--- src/vga_pkg.sv ---
/*
 * Shared VGA definitions for the penalty-kick display path.
 * Holds the pixel struct passed between drawing stages, the colour
 * constants and the stripe colour table of the start screen.
 */

package vga_pkg;

  // One raster position with its sync, blanking and colour.
  typedef struct packed {
    logic [10:0] hcount;
    logic [10:0] vcount;
    logic        hsync;
    logic        hblnk;
    logic        vsync;
    logic        vblnk;
    logic [11:0] rgb;
  } vga_pixel_t;

  localparam logic [11:0] YELLOW_START  = 12'hff0;
  localparam logic [11:0] RED_START     = 12'hf00;
  localparam logic [11:0] BLUE_START    = 12'h00f;
  localparam logic [11:0] GREEN_START   = 12'h0f0;
  localparam logic [11:0] BLACK_START   = 12'h000;
  localparam logic [11:0] WHITE_START   = 12'hfff;
  localparam logic [11:0] FIELD_GREEN   = 12'h2a2;
  localparam logic [11:0] KEEPER_COLOUR = 12'hf80;

  // Index into the start screen colours.
  typedef logic [2:0] stripe_colour_t;

  localparam stripe_colour_t SC_YELLOW = 3'd0;
  localparam stripe_colour_t SC_RED    = 3'd1;
  localparam stripe_colour_t SC_BLUE   = 3'd2;
  localparam stripe_colour_t SC_GREEN  = 3'd3;
  localparam stripe_colour_t SC_BLACK  = 3'd4;
  localparam stripe_colour_t SC_WHITE  = 3'd5;

  // Stripes 0 to 23, left to right.
  localparam stripe_colour_t [0:23] ST_STRIPE_PATTERN = '{
    SC_YELLOW, SC_RED,    SC_BLACK, SC_GREEN,  SC_WHITE, SC_RED,    SC_BLUE,   SC_WHITE,
    SC_RED,    SC_YELLOW, SC_BLACK, SC_YELLOW, SC_GREEN, SC_RED,    SC_YELLOW, SC_BLUE,
    SC_BLACK,  SC_WHITE,  SC_GREEN, SC_RED,    SC_BLUE,  SC_YELLOW, SC_WHITE,  SC_GREEN
  };

  function automatic logic [11:0] stripe_rgb(input stripe_colour_t idx);
    logic [11:0] rgb;
    case (idx)
      SC_YELLOW: rgb = YELLOW_START;
      SC_RED:    rgb = RED_START;
      SC_BLUE:   rgb = BLUE_START;
      SC_GREEN:  rgb = GREEN_START;
      SC_BLACK:  rgb = BLACK_START;
      SC_WHITE:  rgb = WHITE_START;
      default:   rgb = RED_START;
    endcase
    return rgb;
  endfunction

endpackage

--- src/draw_field.sv ---
/*
 * Playing field stage.
 * While playing, paints the active area green with a one pixel
 * white goal outline. Otherwise the colour passes through.
 */

`timescale 1ns/1ns

module draw_field import vga_pkg::*; #(
  parameter int H_ACTIVE = 800,
  parameter int V_ACTIVE = 600
) (
  input  logic       clk,
  input  logic       rst,
  input  logic       playing,
  input  vga_pixel_t vin,
  output vga_pixel_t vout
);

  localparam logic [10:0] GOAL_LEFT   = 11'(H_ACTIVE / 4);
  localparam logic [10:0] GOAL_RIGHT  = 11'((3 * H_ACTIVE) / 4);
  localparam logic [10:0] GOAL_TOP    = 11'd1;
  localparam logic [10:0] GOAL_BOTTOM = 11'(V_ACTIVE / 2);

  logic       in_cols;
  logic       in_rows;
  logic       on_goal;
  vga_pixel_t px_nxt;

  assign in_cols = (vin.hcount >= GOAL_LEFT) && (vin.hcount <= GOAL_RIGHT);
  assign in_rows = (vin.vcount >= GOAL_TOP) && (vin.vcount <= GOAL_BOTTOM);

  // Outline only, the goal mouth stays green.
  assign on_goal = (in_cols && ((vin.vcount == GOAL_TOP) || (vin.vcount == GOAL_BOTTOM))) ||
                   (in_rows && ((vin.hcount == GOAL_LEFT) || (vin.hcount == GOAL_RIGHT)));

  always_comb begin
    px_nxt = vin;
    if (vin.hblnk || vin.vblnk) begin
      px_nxt.rgb = '0;
    end else if (playing) begin
      if (on_goal) begin
        px_nxt.rgb = WHITE_START;
      end else begin
        px_nxt.rgb = FIELD_GREEN;
      end
    end
  end

  always_ff @(posedge clk) begin
    if (rst) begin
      vout <= '0;
    end else begin
      vout <= px_nxt;
    end
  end

endmodule

--- src/draw_keeper.sv ---
/*
 * Goalkeeper stage.
 * Draws the keeper box while playing, at a column taken from
 * keeper_x once per frame and clamped to the visible width.
 */

`timescale 1ns/1ns

module draw_keeper import vga_pkg::*; #(
  parameter int H_ACTIVE      = 800,
  parameter int KEEPER_WIDTH  = 80,
  parameter int KEEPER_HEIGHT = 120,
  parameter int KEEPER_Y      = 180
) (
  input  logic        clk,
  input  logic        rst,
  input  logic        playing,
  input  logic [10:0] keeper_x,
  input  vga_pixel_t  vin,
  output vga_pixel_t  vout
);

  localparam logic [10:0] X_MAX  = 11'(H_ACTIVE - KEEPER_WIDTH);
  localparam logic [10:0] Y_TOP  = 11'(KEEPER_Y);
  localparam logic [10:0] Y_END  = 11'(KEEPER_Y + KEEPER_HEIGHT);
  localparam logic [11:0] W_EXT  = 12'(KEEPER_WIDTH);

  logic        frame_start;
  logic [10:0] x_clamped;
  logic [10:0] x_q;
  logic [10:0] x_cur;
  logic        in_box;
  vga_pixel_t  px_nxt;

  assign frame_start = (vin.hcount == 11'd0) && (vin.vcount == 11'd0);
  assign x_clamped   = (keeper_x > X_MAX) ? X_MAX : keeper_x;

  // New position already holds for the first pixel of the frame.
  assign x_cur = frame_start ? x_clamped : x_q;

  always_ff @(posedge clk) begin
    if (rst) begin
      x_q <= '0;
    end else if (frame_start) begin
      x_q <= x_clamped;
    end
  end

  assign in_box = (vin.hcount >= x_cur) && ({1'b0, vin.hcount} < ({1'b0, x_cur} + W_EXT)) &&
                  (vin.vcount >= Y_TOP) && (vin.vcount < Y_END);

  always_comb begin
    px_nxt = vin;
    if (vin.hblnk || vin.vblnk) begin
      px_nxt.rgb = '0;
    end else if (playing && in_box) begin
      px_nxt.rgb = KEEPER_COLOUR;
    end
  end

  always_ff @(posedge clk) begin
    if (rst) begin
      vout <= '0;
    end else begin
      vout <= px_nxt;
    end
  end

  // Box never runs past the right edge of the active area.
  keeper_x_clamped: assert property (
    @(posedge clk) disable iff (rst)
    $past(frame_start) |-> (x_q <= X_MAX)
  ) else $error("latched keeper x beyond clamp");

endmodule

--- src/draw_screen_start.sv ---
/*
 * Start screen background.
 * Coloured vertical stripes at the top and bottom of the screen
 * and a white band across the middle.
 */

`timescale 1ns/1ns

module draw_screen_start import vga_pkg::*; #(
  parameter int V_ACTIVE         = 600,
  parameter int ST_STRIPE_WIDTH  = 32,
  parameter int ST_STRIPE_HEIGHT = 100
) (
  input  logic       clk,
  input  logic       rst,
  input  vga_pixel_t vin,
  output vga_pixel_t vout
);

  localparam logic [10:0] BAND_TOP    = 11'(ST_STRIPE_HEIGHT);
  localparam logic [10:0] BAND_BOTTOM = 11'(V_ACTIVE - ST_STRIPE_HEIGHT);

  logic [10:0] stripe_idx;
  logic [11:0] stripe_col;
  logic        in_band;
  vga_pixel_t  px_nxt;

  // Stripe number of the current column.
  assign stripe_idx = vin.hcount / 11'(ST_STRIPE_WIDTH);

  always_comb begin
    if (stripe_idx >= 11'd24) begin
      stripe_col = RED_START;
    end else begin
      stripe_col = stripe_rgb(ST_STRIPE_PATTERN[stripe_idx[4:0]]);
    end
  end

  assign in_band = (vin.vcount >= BAND_TOP) && (vin.vcount <= BAND_BOTTOM);

  always_comb begin
    px_nxt = vin;
    if (vin.hblnk || vin.vblnk) begin
      px_nxt.rgb = '0;
    end else if (in_band) begin
      px_nxt.rgb = WHITE_START;
    end else begin
      px_nxt.rgb = stripe_col;
    end
  end

  always_ff @(posedge clk) begin
    if (rst) begin
      vout <= '0;
    end else begin
      vout <= px_nxt;
    end
  end

endmodule

--- src/game_ctl.sv ---
/*
 * Game mode controller.
 * Turns start and stop presses into a playing level that only
 * changes at the first pixel of a frame.
 */

`timescale 1ns/1ns

module game_ctl import vga_pkg::*; (
  input  logic       clk,
  input  logic       rst,
  input  logic       start,
  input  logic       stop,
  input  vga_pixel_t vin,
  output logic       playing
);

  logic start_q;
  logic stop_q;
  logic start_pend;
  logic stop_pend;
  logic frame_start;

  assign frame_start = (vin.hcount == 11'd0) && (vin.vcount == 11'd0);

  always_ff @(posedge clk) begin
    if (rst) begin
      start_q    <= 1'b0;
      stop_q     <= 1'b0;
      start_pend <= 1'b0;
      stop_pend  <= 1'b0;
      playing    <= 1'b0;
    end else begin
      start_q <= start;
      stop_q  <= stop;
      if (frame_start) begin
        // Stop has priority when both requests wait.
        if (stop_pend) begin
          playing <= 1'b0;
        end else if (start_pend) begin
          playing <= 1'b1;
        end
        start_pend <= start & ~start_q;
        stop_pend  <= stop & ~stop_q;
      end else begin
        start_pend <= start_pend | (start & ~start_q);
        stop_pend  <= stop_pend | (stop & ~stop_q);
      end
    end
  end

  // Mode only moves right after the frame start coordinate.
  playing_at_frame_start: assert property (
    @(posedge clk) disable iff (rst)
    $changed(playing) |-> $past(frame_start)
  ) else $error("playing changed in the middle of a frame");

endmodule

--- src/vga_game_top.sv ---
/*
 * Penalty-kick display path.
 * Timing generator followed by the start screen, field and keeper
 * stages, with the mode controller watching the raster.
 */

`timescale 1ns/1ns

module vga_game_top import vga_pkg::*; #(
  parameter int H_ACTIVE         = 800,
  parameter int H_TOTAL          = 1056,
  parameter int H_SYNC_START     = 840,
  parameter int H_SYNC_END       = 968,
  parameter int V_ACTIVE         = 600,
  parameter int V_TOTAL          = 628,
  parameter int V_SYNC_START     = 601,
  parameter int V_SYNC_END       = 605,
  parameter int ST_STRIPE_WIDTH  = 32,
  parameter int ST_STRIPE_HEIGHT = 100,
  parameter int KEEPER_WIDTH     = 80,
  parameter int KEEPER_HEIGHT    = 120,
  parameter int KEEPER_Y         = 180
) (
  input  logic        clk,
  input  logic        rst,
  input  logic        start,
  input  logic        stop,
  input  logic [10:0] keeper_x,
  output vga_pixel_t  vga_out
);

  vga_pixel_t timing_px;
  vga_pixel_t start_px;
  vga_pixel_t field_px;
  logic       playing;

  vga_timing #(
    .H_ACTIVE     (H_ACTIVE),
    .H_TOTAL      (H_TOTAL),
    .H_SYNC_START (H_SYNC_START),
    .H_SYNC_END   (H_SYNC_END),
    .V_ACTIVE     (V_ACTIVE),
    .V_TOTAL      (V_TOTAL),
    .V_SYNC_START (V_SYNC_START),
    .V_SYNC_END   (V_SYNC_END)
  ) vga_timing_inst (
    .clk  (clk),
    .rst  (rst),
    .vout (timing_px)
  );

  game_ctl game_ctl_inst (
    .clk     (clk),
    .rst     (rst),
    .start   (start),
    .stop    (stop),
    .vin     (timing_px),
    .playing (playing)
  );

  draw_screen_start #(
    .V_ACTIVE         (V_ACTIVE),
    .ST_STRIPE_WIDTH  (ST_STRIPE_WIDTH),
    .ST_STRIPE_HEIGHT (ST_STRIPE_HEIGHT)
  ) draw_screen_start_inst (
    .clk  (clk),
    .rst  (rst),
    .vin  (timing_px),
    .vout (start_px)
  );

  draw_field #(
    .H_ACTIVE (H_ACTIVE),
    .V_ACTIVE (V_ACTIVE)
  ) draw_field_inst (
    .clk     (clk),
    .rst     (rst),
    .playing (playing),
    .vin     (start_px),
    .vout    (field_px)
  );

  draw_keeper #(
    .H_ACTIVE      (H_ACTIVE),
    .KEEPER_WIDTH  (KEEPER_WIDTH),
    .KEEPER_HEIGHT (KEEPER_HEIGHT),
    .KEEPER_Y      (KEEPER_Y)
  ) draw_keeper_inst (
    .clk      (clk),
    .rst      (rst),
    .playing  (playing),
    .keeper_x (keeper_x),
    .vin      (field_px),
    .vout     (vga_out)
  );

endmodule

--- src/vga_timing.sv ---
/*
 * VGA timing generator.
 * Free-running horizontal and vertical counters with sync and
 * blanking flags, all active high. Colour is left at zero.
 */

`timescale 1ns/1ns

module vga_timing import vga_pkg::*; #(
  parameter int H_ACTIVE     = 800,
  parameter int H_TOTAL      = 1056,
  parameter int H_SYNC_START = 840,
  parameter int H_SYNC_END   = 968,
  parameter int V_ACTIVE     = 600,
  parameter int V_TOTAL      = 628,
  parameter int V_SYNC_START = 601,
  parameter int V_SYNC_END   = 605
) (
  input  logic       clk,
  input  logic       rst,
  output vga_pixel_t vout
);

  localparam logic [10:0] H_LAST = 11'(H_TOTAL - 1);
  localparam logic [10:0] V_LAST = 11'(V_TOTAL - 1);

  logic [10:0] hcount_nxt;
  logic [10:0] vcount_nxt;
  vga_pixel_t  px_nxt;

  always_comb begin
    hcount_nxt = vout.hcount + 11'd1;
    vcount_nxt = vout.vcount;
    if (vout.hcount == H_LAST) begin
      hcount_nxt = '0;
      if (vout.vcount == V_LAST) begin
        vcount_nxt = '0;
      end else begin
        vcount_nxt = vout.vcount + 11'd1;
      end
    end
  end

  // Flags are derived from the next coordinates so they line up with them.
  always_comb begin
    px_nxt.hcount = hcount_nxt;
    px_nxt.vcount = vcount_nxt;
    px_nxt.hblnk  = (hcount_nxt >= 11'(H_ACTIVE));
    px_nxt.hsync  = (hcount_nxt >= 11'(H_SYNC_START)) && (hcount_nxt < 11'(H_SYNC_END));
    px_nxt.vblnk  = (vcount_nxt >= 11'(V_ACTIVE));
    px_nxt.vsync  = (vcount_nxt >= 11'(V_SYNC_START)) && (vcount_nxt < 11'(V_SYNC_END));
    px_nxt.rgb    = '0;
  end

  always_ff @(posedge clk) begin
    if (rst) begin
      vout <= '0;
    end else begin
      vout <= px_nxt;
    end
  end

  // The line counter wraps before reaching the line length.
  hcount_in_range: assert property (
    @(posedge clk) disable iff (rst)
    vout.hcount < 11'(H_TOTAL)
  ) else $error("hcount reached H_TOTAL");

endmodule

--- config.mk ---
export PLATFORM = sky130hd
export DESIGN_NAME = vga_game_top
export DESIGN_NICKNAME = d
export VERILOG_FILES = /design/src/vga_pkg.sv /design/src/draw_field.sv /design/src/draw_keeper.sv /design/src/draw_screen_start.sv /design/src/game_ctl.sv /design/src/vga_game_top.sv /design/src/vga_timing.sv
export SDC_FILE = /design/constraint.sdc
export NUM_CORES = 1
export LEC_CHECK = 0
export ABC_CLOCK_PERIOD_IN_PS = 4450
export BUFFER_PORTS_ARGS = -buffer_cell sky130_fd_sc_hd__buf_2
export CAP_MARGIN = 20
export CORE_MARGIN = 3
export CORE_UTILIZATION = 44
export DETAILED_ROUTE_END_ITERATION = 8
export GPL_ROUTABILITY_DRIVEN = 1
export MAX_ROUTING_LAYER = met4
export SLEW_MARGIN = 25
export SYNTH_ARGS = -nofsm -noshare
export SYNTH_HDL_FRONTEND = slang
export SYNTH_HIERARCHICAL = 1
export SYNTH_SLANG_ARGS = --single-unit
--- constraint.sdc ---
create_clock -name clk -period 4.45 [get_ports clk]
set_input_delay 0.2225 -clock clk [delete_from_list [all_inputs] [get_ports clk]]
set_output_delay 0.2225 -clock clk [all_outputs]
set_load 0.005 [all_outputs]
==> summary.md, run 1 <==
| Metric | Value |
|---|---|
| Antenna viol nets, final | `0` |
| Pint | `approximately 2.2 mW` |
| LEAKAGE | `3.15 nW` |
| Post-Syn Area | `between 6000 and 7000 µm²` |
| Clk_skew | `a little over 0.007 ns` |
| Syn Area/Cell | `slightly below 10 µm²` |
| VDD IR-drop max | `~270 µV` |
| Setup violators final | `0` |
| DR pass1 iterations | `4` |
| Required time worst endpoint | `between 4 and 5 ns` |
| Layout cell share with drive strength beyond 1 | `0.182` |
| Port bufs | `between 50 and 60` |
| Setup tns final | `0 ns` |
| Largest net degree at the start of global routing | `66` |
| Fin nets | `753` |
| Die Y | `127 µm` |
| Worst-margin pin slew | `roughly 0.67 ns` |
| Vias in the first global route | `between 4000 and 5000` |
| FMAX | `about 250 MHz` |
| Slew HR | `0.549` |
| Ys Warns | `6` |
| Detail Placement HPWL | `approximately 10000 µm` |
| Drt wl/cell | `about 15 µm` |
| Vias/cell | `approximately 5.3` |
| DR vias | `4800` |
| Syn Inst Count | `~670` |
| Clock latency on the worst-skew pair | `approximately 0.42 ns` |
| First-pass GRT wire length | `about 23000 µm` |
| Crit share post-route | `0.904` |
| P_sw | `approximately 0.68 mW` |
| Sw Share | `0.235` |
| Unrepaired setup endpoints after global routing | `no` |
| Longest Clk Path Bufs | `2` |
| Antenna diode count | `0` |
| CP max FO | `12` |
| CP Launch Type | `flip-flop` |
| Logic gate share of total power | `0.052` |
| Gp weighted congestion | `0.854` |
| Initial antenna violation count | `0` |
| Synthesis-to-finish area growth | `14.4%` |
| H-tree levels | `4` |
| Maxcap violations | `0` |
| Post-Layout Inst Area | `between 7000 and 8000 µm²` |
| Finished Core Util | `0.524` |
| DIE AREA | `approximately 16000 µm²` |
| Global route total overflow | `0` |
| Post-route DRC violation count | `0` |
| Tot GR Track Use | `0.181` |
| Multi-input gate area | `~3300 µm²` |
| CTS Root Cell | `clkbuf_16` |
| Initial core utilization | `0.458` |
| Dpl cell area | `around 6800 µm²` |
| Worst Setup End Kind | `flip-flop` |
| HP Class | `in2reg` |
| Status | `complete, no violations` |
| I/O pin count | `53` |
| Share of power burned in registers | `0.470` |
| Initial drt markers | `326` |
| Final Hold Vio Count | `0` |
| Placeable Area | `approximately 14000 µm²` |
| Sequential cell area | `between 2000 and 3000 µm²` |
| Mapped Nets | `710` |
| Crit path kind | `reg2reg` |
| # rows | `between 40 and 50` |
| Worst EP arrival | `around 4.3 ns` |
| Clock-pin slew on the worst setup and hold paths | `roughly 0.06 ns` |
| Pins Over Slew Limit | `0` |
| Die width | `approximately 130 µm` |
| Fill cells | `between 1000 and 1500` |
| Clk pwr share | `0.478` |
| Fin crit period | `around 4 ns` |
| Final wirelength | `13800 µm` |
| TritonCTS clock tree | `yes` |
| PD cells | `389 nW/µm²` |
| Inserted Clock Buffers | `17` |
| CTS Sinks | `about 150` |
[path summary, 6_finish.rpt]
kind	from	to	slack, ns	cells past startpoint
worst min register to register	draw_field_inst/vout[11]$_SDFF_PP0_	draw_keeper_inst/vout[11]$_SDFF_PP0_	0.43	2
worst max register to register	draw_field_inst/vout[36]$_SDFF_PP0_	draw_keeper_inst/vout[5]$_SDFF_PP0_	0.43	16
worst max-delay path	draw_field_inst/vout[36]$_SDFF_PP0_	draw_keeper_inst/vout[5]$_SDFF_PP0_	0.43	16
worst min-delay path	start	game_ctl_inst/start_q$_SDFF_PP0_	0.04	2
[per-stage QoR]
step	setup WS [ns]	power [mW]	cells	hold slack (ns)
after floorplan	0.590	1.49	669	0.292
after global placement	0.352	1.53	873	0.425
after detailed placement	0.185	1.53	873	0.424
after CTS	0.198	2.93	905	0.0135
after global routing	0.0581	3.01	905	0.0272
final	0.426	2.89	905	0.0375
[registers in the layout (all words and copies together), names as in the netlist]
signal,flops
draw_keeper_inst/vout,38
draw_screen_start_inst/vout,29
game_ctl_inst/playing,1
game_ctl_inst/start_q,1
game_ctl_inst/stop_q,1
draw_keeper_inst/x_q,11
draw_field_inst/vout,38
game_ctl_inst/start_pend,1
game_ctl_inst/stop_pend,1
vga_timing_inst/vout,26
[layout by cell type, fill, tap and decap left out, types with 3 or more instances in the layout]
cell type  instances
nand4b_1           3
a211o_1            3
clkbuf_16         17
mux2_2             3
nor4_4             3
inv_6              5
buf_2             51
dfxtp_1          147
clkinv_4           3
a22oi_1            5
nand3b_1           5
nand2_1           32
a21oi_1           27
nand4_1           16
o31ai_1            4
nand3_1           23
and2b_2            6
nor2b_1           78
o211ai_1           3
and3_1            11
a21o_1             5
o211a_1            3
o21a_1            10
o21ai_0           10
ha_1              26
or3_1              8
nor2_1            47
buf_4              8
inv_8              3
inv_1             22
xnor2_1           12
nor4_2             7
nor3_1            15
mux2i_1            7
xor2_1            11
nand2b_1          11
nor4_1            12
[power by group through the flow]
stage | Clock, mW | Sequential, mW | Combinational, mW
global placement | 0 | 1.39 | 0.148
floorplan | 0 | 1.38 | 0.107
global route | 1.48 | 1.36 | 0.168
finish | 1.38 | 1.36 | 0.150
detailed placement | 0 | 1.39 | 0.148
CTS | 1.42 | 1.36 | 0.149
[routing by layer]
metal  global-route usage  vias to the layer above  part of all wire
li1                     -                     2444                 -
met1                0.219                     2250              0.46
met2                0.289                       87              0.49
met3               0.0447                       19             0.034
met4               0.0726                        0             0.019
met5                    -                        -                 0
[timing repair]
| action | in CTS | in global routing |
|---|---|---|
| endpoints found under the setup margin | 0 | 12 |
| setup buffers | 0 | 0 |
| gates resized for setup | 0 | 3 |
| hold buffers | 0 | 0 |
[critical path, stage by stage (launching register included)]
cell and delay (ns):
dfxtp_1 0.37, nor4_2 0.29, nand4_2 0.23, a2111oi_4 0.33, inv_1 0.09, o22ai_2 0.18
inv_1 0.10, ha_1 0.25, o2111ai_1 0.22, xnor2_1 0.14, nand2_1 0.08, ha_1 0.20
a2111oi_2 0.36, o211ai_1 0.14, o221a_2 0.31, a211o_1 0.40, and3_1 0.24
[layout make-up]
type                       count  share of cell area
sequential                   147               0.397
tap                          180              0.0304
inverter                      23              0.0116
clock buffer                  19              0.0598
clock inverter                13              0.0187
timing repair buffer          59              0.0425
multi-input combinational    464               0.440
Power figures use the tool's default switching activity.
==> run 2: changes to the inputs <==
Settings changed: RECOVER_POWER set to 100.
==> run 2 against run 1 <==
The flow now finishes with violations (capacitance limit, slew limit). Cell area is 1.0% lower. Critical path type unchanged. Clock power barely moved. Largest cell class unchanged. Critical endpoint unchanged. Count of clock-buffer cells in the layout stayed put. Die area is the same. Via count rose by 0.25%. Cell count stayed put. Fmax down 0.16%. Register-to-register slack barely moved. Non-clock buffer count stayed put. First-iteration DRC count fell by 3.4%. Sequential cell count stayed put.
==> summary.md, run 2 (same netlist as run 1, synthesis figures left out) <==
| Metric | Value |
|---|---|
| Status | `complete, but fails checks (was complete, no violations)` |
| Failing checks | `capacitance limit, slew limit` |
| Post-route DRC violation count | `0 (unchanged)` |
| Antenna diode count | `0 (unchanged)` |
| Pins Over Slew Limit | `66 (was 0)` |
| Largest registers | `draw_field_inst/vout: 38 flops, draw_keeper_inst/vout: 38 flops, draw_screen_start_inst/vout: 29 flops (unchanged)` |
| Die Y | `127 µm (unchanged)` |
| H-tree levels | `4 (unchanged)` |
| DR vias | `4812 (was 4800)` |
| DIE AREA | `16200 µm² (unchanged)` |
| Clock latency on the worst-skew pair | `0.42 ns (about the same)` |
| Port bufs | `52 (unchanged)` |
| Vias/cell | `5.32 (was 5.30)` |
| Sequential cell area | `2940 µm² (unchanged)` |
| Hold EP | `game_ctl_inst/start_q$_SDFF_PP0_ (unchanged)` |
| Worst hold stages | `2 (unchanged)` |
| Postcts setup bufs | `0 (unchanged)` |
| LEAKAGE | `3.05 nW (was 3.15 nW)` |
| Dpl cell area | `6810 µm² (unchanged)` |
| Initial drt markers | `315 (was 326)` |
| Final wirelength | `13800 µm (about the same)` |
| Slew HR | `-0.812 (was 0.549)` |
| Worst EP arrival | `4.34 ns (about the same)` |
| Multi-input gate area | `3210 µm² (was 3260 µm²)` |
| Logic gate share of total power | `0.051 (was 0.052)` |
| Layout cell share with drive strength beyond 1 | `0.145 (was 0.182)` |
| Worst path bufs/invs | `2 (unchanged)` |
| # rows | `43 (unchanged)` |
| Placed cells | `873 (unchanged)` |
| Longest Clk Path Bufs | `2 (unchanged)` |
| R2R cell count | `16 (unchanged)` |
| Placeable Area | `14100 µm² (unchanged)` |
| I/O pin count | `53 (unchanged)` |
| Antenna viol nets, final | `0 (unchanged)` |
| Unrepaired setup endpoints after global routing | `no (unchanged)` |
| Largest net degree at the start of global routing | `66 (unchanged)` |
| CTS Sinks | `147 (unchanged)` |
| Pint | `2.21 mW (about the same)` |
| Maxcap violations | `1 (was 0)` |
| CP Launch Type | `flip-flop (unchanged)` |
| Worst Setup End Kind | `flip-flop (unchanged)` |
| First-pass GRT wire length | `22900 µm (unchanged)` |
| R2R Setup Slk | `0.42 ns (was 0.43 ns)` |
| Inserted Clock Buffers | `17 (unchanged)` |
| Share of power burned in registers | `0.470 (about the same)` |
| Crit path kind | `reg2reg (unchanged)` |
| Fin nets | `753 (unchanged)` |
| Clk_skew | `0.00706 ns (was 0.00727 ns)` |
| Tot GR Track Use | `0.181 (unchanged)` |
| Fin crit period | `4.03 ns (was 4.02 ns)` |
| Required time worst endpoint | `4.76 ns (about the same)` |
| Clock-pin slew on the worst setup and hold paths | `0.06 ns (about the same)` |
| Setup tns final | `0 ns (unchanged)` |
| Worst path top cell family by delay | `compound AO/OA/AOI/OAI gates (unchanged)` |
| Post-Layout Inst Area | `7330 µm² (was 7410 µm²)` |
| Commonest cells after routing, fill and taps aside | `dfxtp_1 (147), nor2b_1 (78), nor2_1 (47) (was dfxtp_1 (147), nor2b_1 (78), buf_2 (51))` |
| HP Class | `in2reg (unchanged)` |
| Synthesis-to-finish area growth | `13.2% (was 14.4%)` |
| Critical path's slowest cell | `a211o_1 (unchanged)` |
| Commonest non-fill, non-tap cell in the layout | `dfxtp_1 (unchanged)` |
| CTS Root Cell | `clkbuf_16 (unchanged)` |
| Global route total overflow | `0 (unchanged)` |
| PD cells | `394 nW/µm² (was 389 nW/µm²)` |
| Sw Share | `0.235 (about the same)` |
| Final Hold Vio Count | `0 (unchanged)` |
| Fill cells | `1331 (was 1316)` |
| CP max FO | `12 (unchanged)` |
| Die width | `127 µm (unchanged)` |
| P_sw | `0.679 mW (was 0.677 mW)` |
| TritonCTS clock tree | `yes (unchanged)` |
| Vias in the first global route | `4624 (unchanged)` |
| DR pass1 iterations | `4 (unchanged)` |
| Initial core utilization | `0.458 (unchanged)` |
| Detail Placement HPWL | `9850 µm (unchanged)` |
| Gp weighted congestion | `0.854 (unchanged)` |
| Setup violators final | `0 (unchanged)` |
| VDD IR-drop max | `267 µV (about the same)` |
| CP Cell Sequence | `nor4_2 > nand4_2 > a2111oi_4 > inv_1 > o22ai_2 > inv_1 > ha_1 > o2111ai_1 > xnor2_1 > nand2_1 > ha_1 > a2111oi_2 > o211ai_1 > o221a_2 > a211o_1 > and3_1 (unchanged)` |
| Initial antenna violation count | `0 (unchanged)` |
| FMAX | `248 MHz (about the same)` |
| Worst-margin pin slew | `2.72 ns (was 0.671 ns)` |
| Hold Crit Start | `start (unchanged)` |
| Drt wl/cell | `15.2 µm (about the same)` |
| Clk pwr share | `0.478 (about the same)` |
| Worst r2r src | `draw_field_inst/vout[27]$_SDFF_PP0_ (was draw_field_inst/vout[36]$_SDFF_PP0_)` |
| Final std cells w/o fill | `905 (unchanged)` |
| Reg2Reg Capture Point | `draw_keeper_inst/vout[5]$_SDFF_PP0_ (unchanged)` |
| Max stage delay on crit path | `0.40 ns (about the same)` |
| Crit share post-route | `0.906 (was 0.904)` |
==> run 2: how the worst max path moves through the flow <==
| stage | start | to | slack, ns | depth (start not counted) |
|---|---|---|---|---|
| floorplan | draw_field_inst/vout[33]$_SDFF_PP0_ | draw_keeper_inst/vout[1]$_SDFF_PP0_ | 0.59 | 17 |
| finish | draw_field_inst/vout[27]$_SDFF_PP0_ | draw_keeper_inst/vout[5]$_SDFF_PP0_ | 0.42 | 16 |
| global route | draw_field_inst/vout[24]$_SDFF_PP0_ | draw_keeper_inst/vout[5]$_SDFF_PP0_ | 0.05 | 16 |
| detailed placement | keeper_x[8] | draw_keeper_inst/vout[5]$_SDFF_PP0_ | 0.18 | 17 |
| global placement | keeper_x[8] | draw_keeper_inst/vout[4]$_SDFF_PP0_ | 0.35 | 17 |
| CTS | draw_field_inst/vout[24]$_SDFF_PP0_ | draw_keeper_inst/vout[5]$_SDFF_PP0_ | 0.20 | 16 |
==> run 2: final cells by class <==
cell class	instances	share of cell area
repair buffers	59	0.0387
flip-flops and latches	147	0.401
multi-input cells	464	0.438
inverters	23	0.0118
clock buffers	19	0.0604
clock inverters	13	0.0189
well taps	180	0.0307
==> run 2: power groups by stage <==
| stage | Sequential (mW) | Clock [mW] | Combinational, mW |
|---|---|---|---|
| 4_1_cts | 1.36 | 1.42 | 0.149 |
| 3_5_place_dp | 1.39 | 0 | 0.148 |
| 3_3_place_gp | 1.39 | 0 | 0.148 |
| 6_report | 1.36 | 1.38 | 0.147 |
| 2_1_floorplan | 1.38 | 0 | 0.107 |
| 5_1_grt | 1.36 | 1.48 | 0.166 |
==> run 2: layer usage <==
| layer | share of wire | global-route usage | wire length (µm) |
|---|---|---|---|
| met5 | 0 | - | 0 |
| met2 | 0.48 | 0.289 | 6620 |
| met4 | 0.020 | 0.0726 | 282 |
| met3 | 0.035 | 0.0447 | 486 |
| met1 | 0.46 | 0.219 | 6380 |
==> run 2: per-stage QoR <==
stage | worst slack (ns) | util | hold WS [ns] | power (mW)
CTS | 0.198 | 0.522 | 0.0135 | 2.93
floorplan | 0.590 | - | 0.292 | 1.49
global placement | 0.352 | 0.481 | 0.425 | 1.53
detailed placement | 0.185 | 0.481 | 0.424 | 1.53
finish | 0.419 | 0.518 | 0.0368 | 2.89
global route | 0.0550 | 0.518 | 0.0272 | 3.00
==> run 2: timing repair <==
action,4_1_cts,5_1_grt
resized for setup,0,3
setup endpoints to repair,0,12
hold buffers,0,0
==> run 3: changes to the inputs <==
==> constraint.sdc (replaced) <==
create_clock -name clk -period 4.45 [get_ports clk]
set_input_delay 0.6675 -clock clk [delete_from_list [all_inputs] [get_ports clk]]
set_output_delay 0.6675 -clock clk [all_outputs]
set_load 0.005 [all_outputs]
==> run 3 against run 2 <==
Count of clock-buffer cells in the layout decreased by 1. The flow still finishes with violations (capacitance limit, slew limit). Critical endpoint is now draw_keeper_inst/vout[0]$_SDFF_PP0_. Clock skew increased by 0.010 ns. Sequential cell count stayed put.
==> summary.md, run 3 (same netlist as run 1, synthesis figures left out) <==
| Metric | Value |
|---|---|
| Status | `complete, but fails checks (unchanged)` |
| Failing checks | `capacitance limit, slew limit (unchanged)` |
| Worst path bufs/invs | `3 (was 2)` |
| Reg2Reg Capture Point | `draw_keeper_inst/vout[0]$_SDFF_PP0_ (was draw_keeper_inst/vout[5]$_SDFF_PP0_)` |
| Logic gate share of total power | `0.051 (about the same)` |
| Clock latency on the worst-skew pair | `0.42 ns (about the same)` |
| Critical path's slowest cell | `a211o_1 (unchanged)` |
| Die width | `127 µm (unchanged)` |
| Sequential cell area | `2940 µm² (unchanged)` |
| FMAX | `242 MHz (was 248 MHz)` |
| Fin crit period | `4.14 ns (was 4.03 ns)` |
| CTS Sinks | `147 (unchanged)` |
| Inserted Clock Buffers | `17 (unchanged)` |
| Setup violators final | `0 (unchanged)` |
| Vias in the first global route | `4594 (was 4624)` |
| Total power | `2.87 mW (was 2.89 mW)` |
| I/O pin count | `53 (unchanged)` |
| Slew HR | `-0.427 (was -0.812)` |
| Initial drt markers | `320 (was 315)` |
| Multi-input gate area | `3240 µm² (was 3210 µm²)` |
| Crit path kind | `in2reg (was reg2reg)` |
| R2R Setup Slk | `0.33 ns (was 0.42 ns)` |
| Post-route DRC violation count | `0 (unchanged)` |
| Initial core utilization | `0.458 (unchanged)` |
| Clk_skew | `0.0173 ns (was 0.00706 ns)` |
| R2R cell count | `16 (unchanged)` |
| Initial antenna violation count | `0 (unchanged)` |
| Tot GR Track Use | `0.180 (was 0.181)` |
| Worst-margin pin slew | `2.14 ns (was 2.72 ns)` |
| CP Depth | `17 (was 16)` |
| CP Launch Type | `input port (was flip-flop)` |
| TritonCTS clock tree | `yes (unchanged)` |
| Unrepaired setup endpoints after global routing | `no (unchanged)` |
| Placeable Area | `14100 µm² (unchanged)` |
| VDD IR-drop max | `296 µV (was 267 µV)` |
| Pint | `2.19 mW (was 2.21 mW)` |
| Pins Over Slew Limit | `54 (was 66)` |
| Share of power burned in registers | `0.473 (was 0.470)` |
| CP startpoint | `keeper_x[4] (was draw_field_inst/vout[27]$_SDFF_PP0_)` |
| Vias/cell | `5.32 (about the same)` |
| Clock-pin slew on the worst setup and hold paths | `0.06 ns (about the same)` |
| Crit share post-route | `0.930 (was 0.906)` |
| Placed cells | `876 (was 873)` |
| Drt wl/cell | `15.2 µm (about the same)` |
| Detail Placement HPWL | `9790 µm (was 9850 µm)` |
| Fill cells | `1310 (was 1331)` |
| Worst Setup End Kind | `flip-flop (unchanged)` |
| P_sw | `0.682 mW (was 0.679 mW)` |
| Die Y | `127 µm (unchanged)` |
| Global route total overflow | `0 (unchanged)` |
| Final wirelength | `13800 µm (about the same)` |
| Final Hold Vio Count | `0 (unchanged)` |
| Final std cells w/o fill | `908 (was 905)` |
| First-pass GRT wire length | `22800 µm (was 22900 µm)` |
| DR pass1 iterations | `4 (unchanged)` |
| Max stage delay on crit path | `0.41 ns (was 0.40 ns)` |
| Gp weighted congestion | `0.891 (was 0.854)` |
| H-tree levels | `4 (unchanged)` |
| Synthesis-to-finish area growth | `13.8% (was 13.2%)` |
| PD cells | `389 nW/µm² (was 394 nW/µm²)` |
| CP Cell Sequence | `buf_2 > nor4bb_1 > nand4_1 > a2111oi_4 > inv_1 > o22ai_1 > inv_1 > ha_1 > o2111ai_1 > xnor2_1 > nand2_1 > ha_1 > a2111oi_1 > o211ai_1 > o221a_2 > a211o_1 > and3_1 (was nor4_2 > nand4_2 > a2111oi_4 > inv_1 > o22ai_2 > inv_1 > ha_1 > o2111ai_1 > xnor2_1 > nand2_1 > ha_1 > a2111oi_2 > o211ai_1 > o221a_2 > a211o_1 > and3_1)` |
| Largest net degree at the start of global routing | `68 (was 66)` |
| Worst path top cell family by delay | `compound AO/OA/AOI/OAI gates (unchanged)` |
| LEAKAGE | `3.06 nW (was 3.05 nW)` |
| Antenna viol nets, final | `0 (unchanged)` |
| Clk pwr share | `0.476 (was 0.478)` |
| Worst setup path endpoint | `draw_keeper_inst/vout[0]$_SDFF_PP0_ (was draw_keeper_inst/vout[5]$_SDFF_PP0_)` |
| Maxcap violations | `1 (unchanged)` |
| Commonest cells after routing, fill and taps aside | `dfxtp_1 (147), nor2b_1 (78), nor2_1 (47) (unchanged)` |
| Largest registers | `draw_field_inst/vout: 38 flops, draw_keeper_inst/vout: 38 flops, draw_screen_start_inst/vout: 29 flops (unchanged)` |
| Worst EP arrival | `4.45 ns (was 4.34 ns)` |
| DR vias | `4827 (was 4812)` |
| CTS Root Cell | `clkbuf_16 (unchanged)` |
| Antenna diode count | `0 (unchanged)` |
| Sw Share | `0.238 (was 0.235)` |
| Worst r2r src | `draw_field_inst/vout[33]$_SDFF_PP0_ (was draw_field_inst/vout[27]$_SDFF_PP0_)` |
| Longest Clk Path Bufs | `2 (unchanged)` |
| Required time worst endpoint | `4.76 ns (about the same)` |
| Layout cell share with drive strength beyond 1 | `0.151 (was 0.145)` |
| # rows | `43 (unchanged)` |
| HP Class | `reg2reg (was in2reg)` |
| Port bufs | `52 (unchanged)` |
| Fin nets | `756 (was 753)` |
| DIE AREA | `16200 µm² (unchanged)` |
| Commonest non-fill, non-tap cell in the layout | `dfxtp_1 (unchanged)` |
| CP max FO | `12 (unchanged)` |
-- run 3: changes by cell type in the layout (fill, tap and decap cells not counted), moves of 2 or more --
| cell | change |
|---|---|
| buf_4 | +3 |
| clkinvlp_4 | +2 |
| clkbuf_1 | -3 |
| buf_2 | +4 |
-- run 3: how the worst min path moves through the flow --
stage | endpoint | cells past startpoint | from
global route | draw_keeper_inst/vout[10]$_SDFF_PP0_ | 2 | draw_field_inst/vout[10]$_SDFF_PP0_
detailed placement | draw_keeper_inst/vout[10]$_SDFF_PP0_ | 2 | draw_field_inst/vout[10]$_SDFF_PP0_
finish | draw_keeper_inst/vout[10]$_SDFF_PP0_ | 2 | draw_field_inst/vout[10]$_SDFF_PP0_
floorplan | draw_keeper_inst/vout[10]$_SDFF_PP0_ | 2 | draw_field_inst/vout[10]$_SDFF_PP0_
CTS | draw_keeper_inst/vout[10]$_SDFF_PP0_ | 2 | draw_field_inst/vout[10]$_SDFF_PP0_
global placement | draw_screen_start_inst/vout[13]$_SDFF_PP0_ | 1 | vga_timing_inst/vout[13]$_SDFF_PP0_
-- run 3: worst min-delay path, stage by stage (launching register included) --
cell     delay [ns]
dfxtp_1        0.30
inv_1          0.04
a21oi_1        0.05
-- run 3: layout make-up --
type                       instances  area share
inverter                          23      0.0117
multi-input combinational        464       0.439
timing repair buffer              62      0.0421
clock buffer                      18      0.0582
clock inverter                    14      0.0193
tap                              180      0.0305
sequential                       147       0.399
-- run 3: power groups by stage --
stage                     Sequential (mW)  Combinational, mW  Clock (mW)
after global placement               1.39              0.148           0
after CTS                            1.36              0.151        1.40
after detailed placement             1.39              0.150           0
final                                1.36              0.147        1.37
after global routing                 1.36              0.167        1.46
after floorplan                      1.38              0.107           0
-- run 3: per-stage QoR --
step	hold slack, ns	instance area [µm²]	setup WS (ns)	utilization	TNS (ns)
after global routing	0.445	7370	0.00536	0.521	0
after CTS	0.431	7400	0.161	0.523	0
final	0.431	7370	0.312	0.521	0
after detailed placement	0.424	6830	-0.161	0.483	-1.39
after global placement	0.428	6830	0.0369	0.483	0
after floorplan	0.411	6480	0.233	-	0
-- run 3: timing repair --
action                     CTS  global route
hold buffers                 0             0
resized for setup            0             3
buffers inserted             0             0
setup endpoints to repair    0            12
-- run 3: layer usage --
metal | routed length, µm | track usage
met5 | 0 | -
met4 | 181 | 0.0606
met3 | 519 | 0.0456
met2 | 6720 | 0.288
met1 | 6400 | 0.222
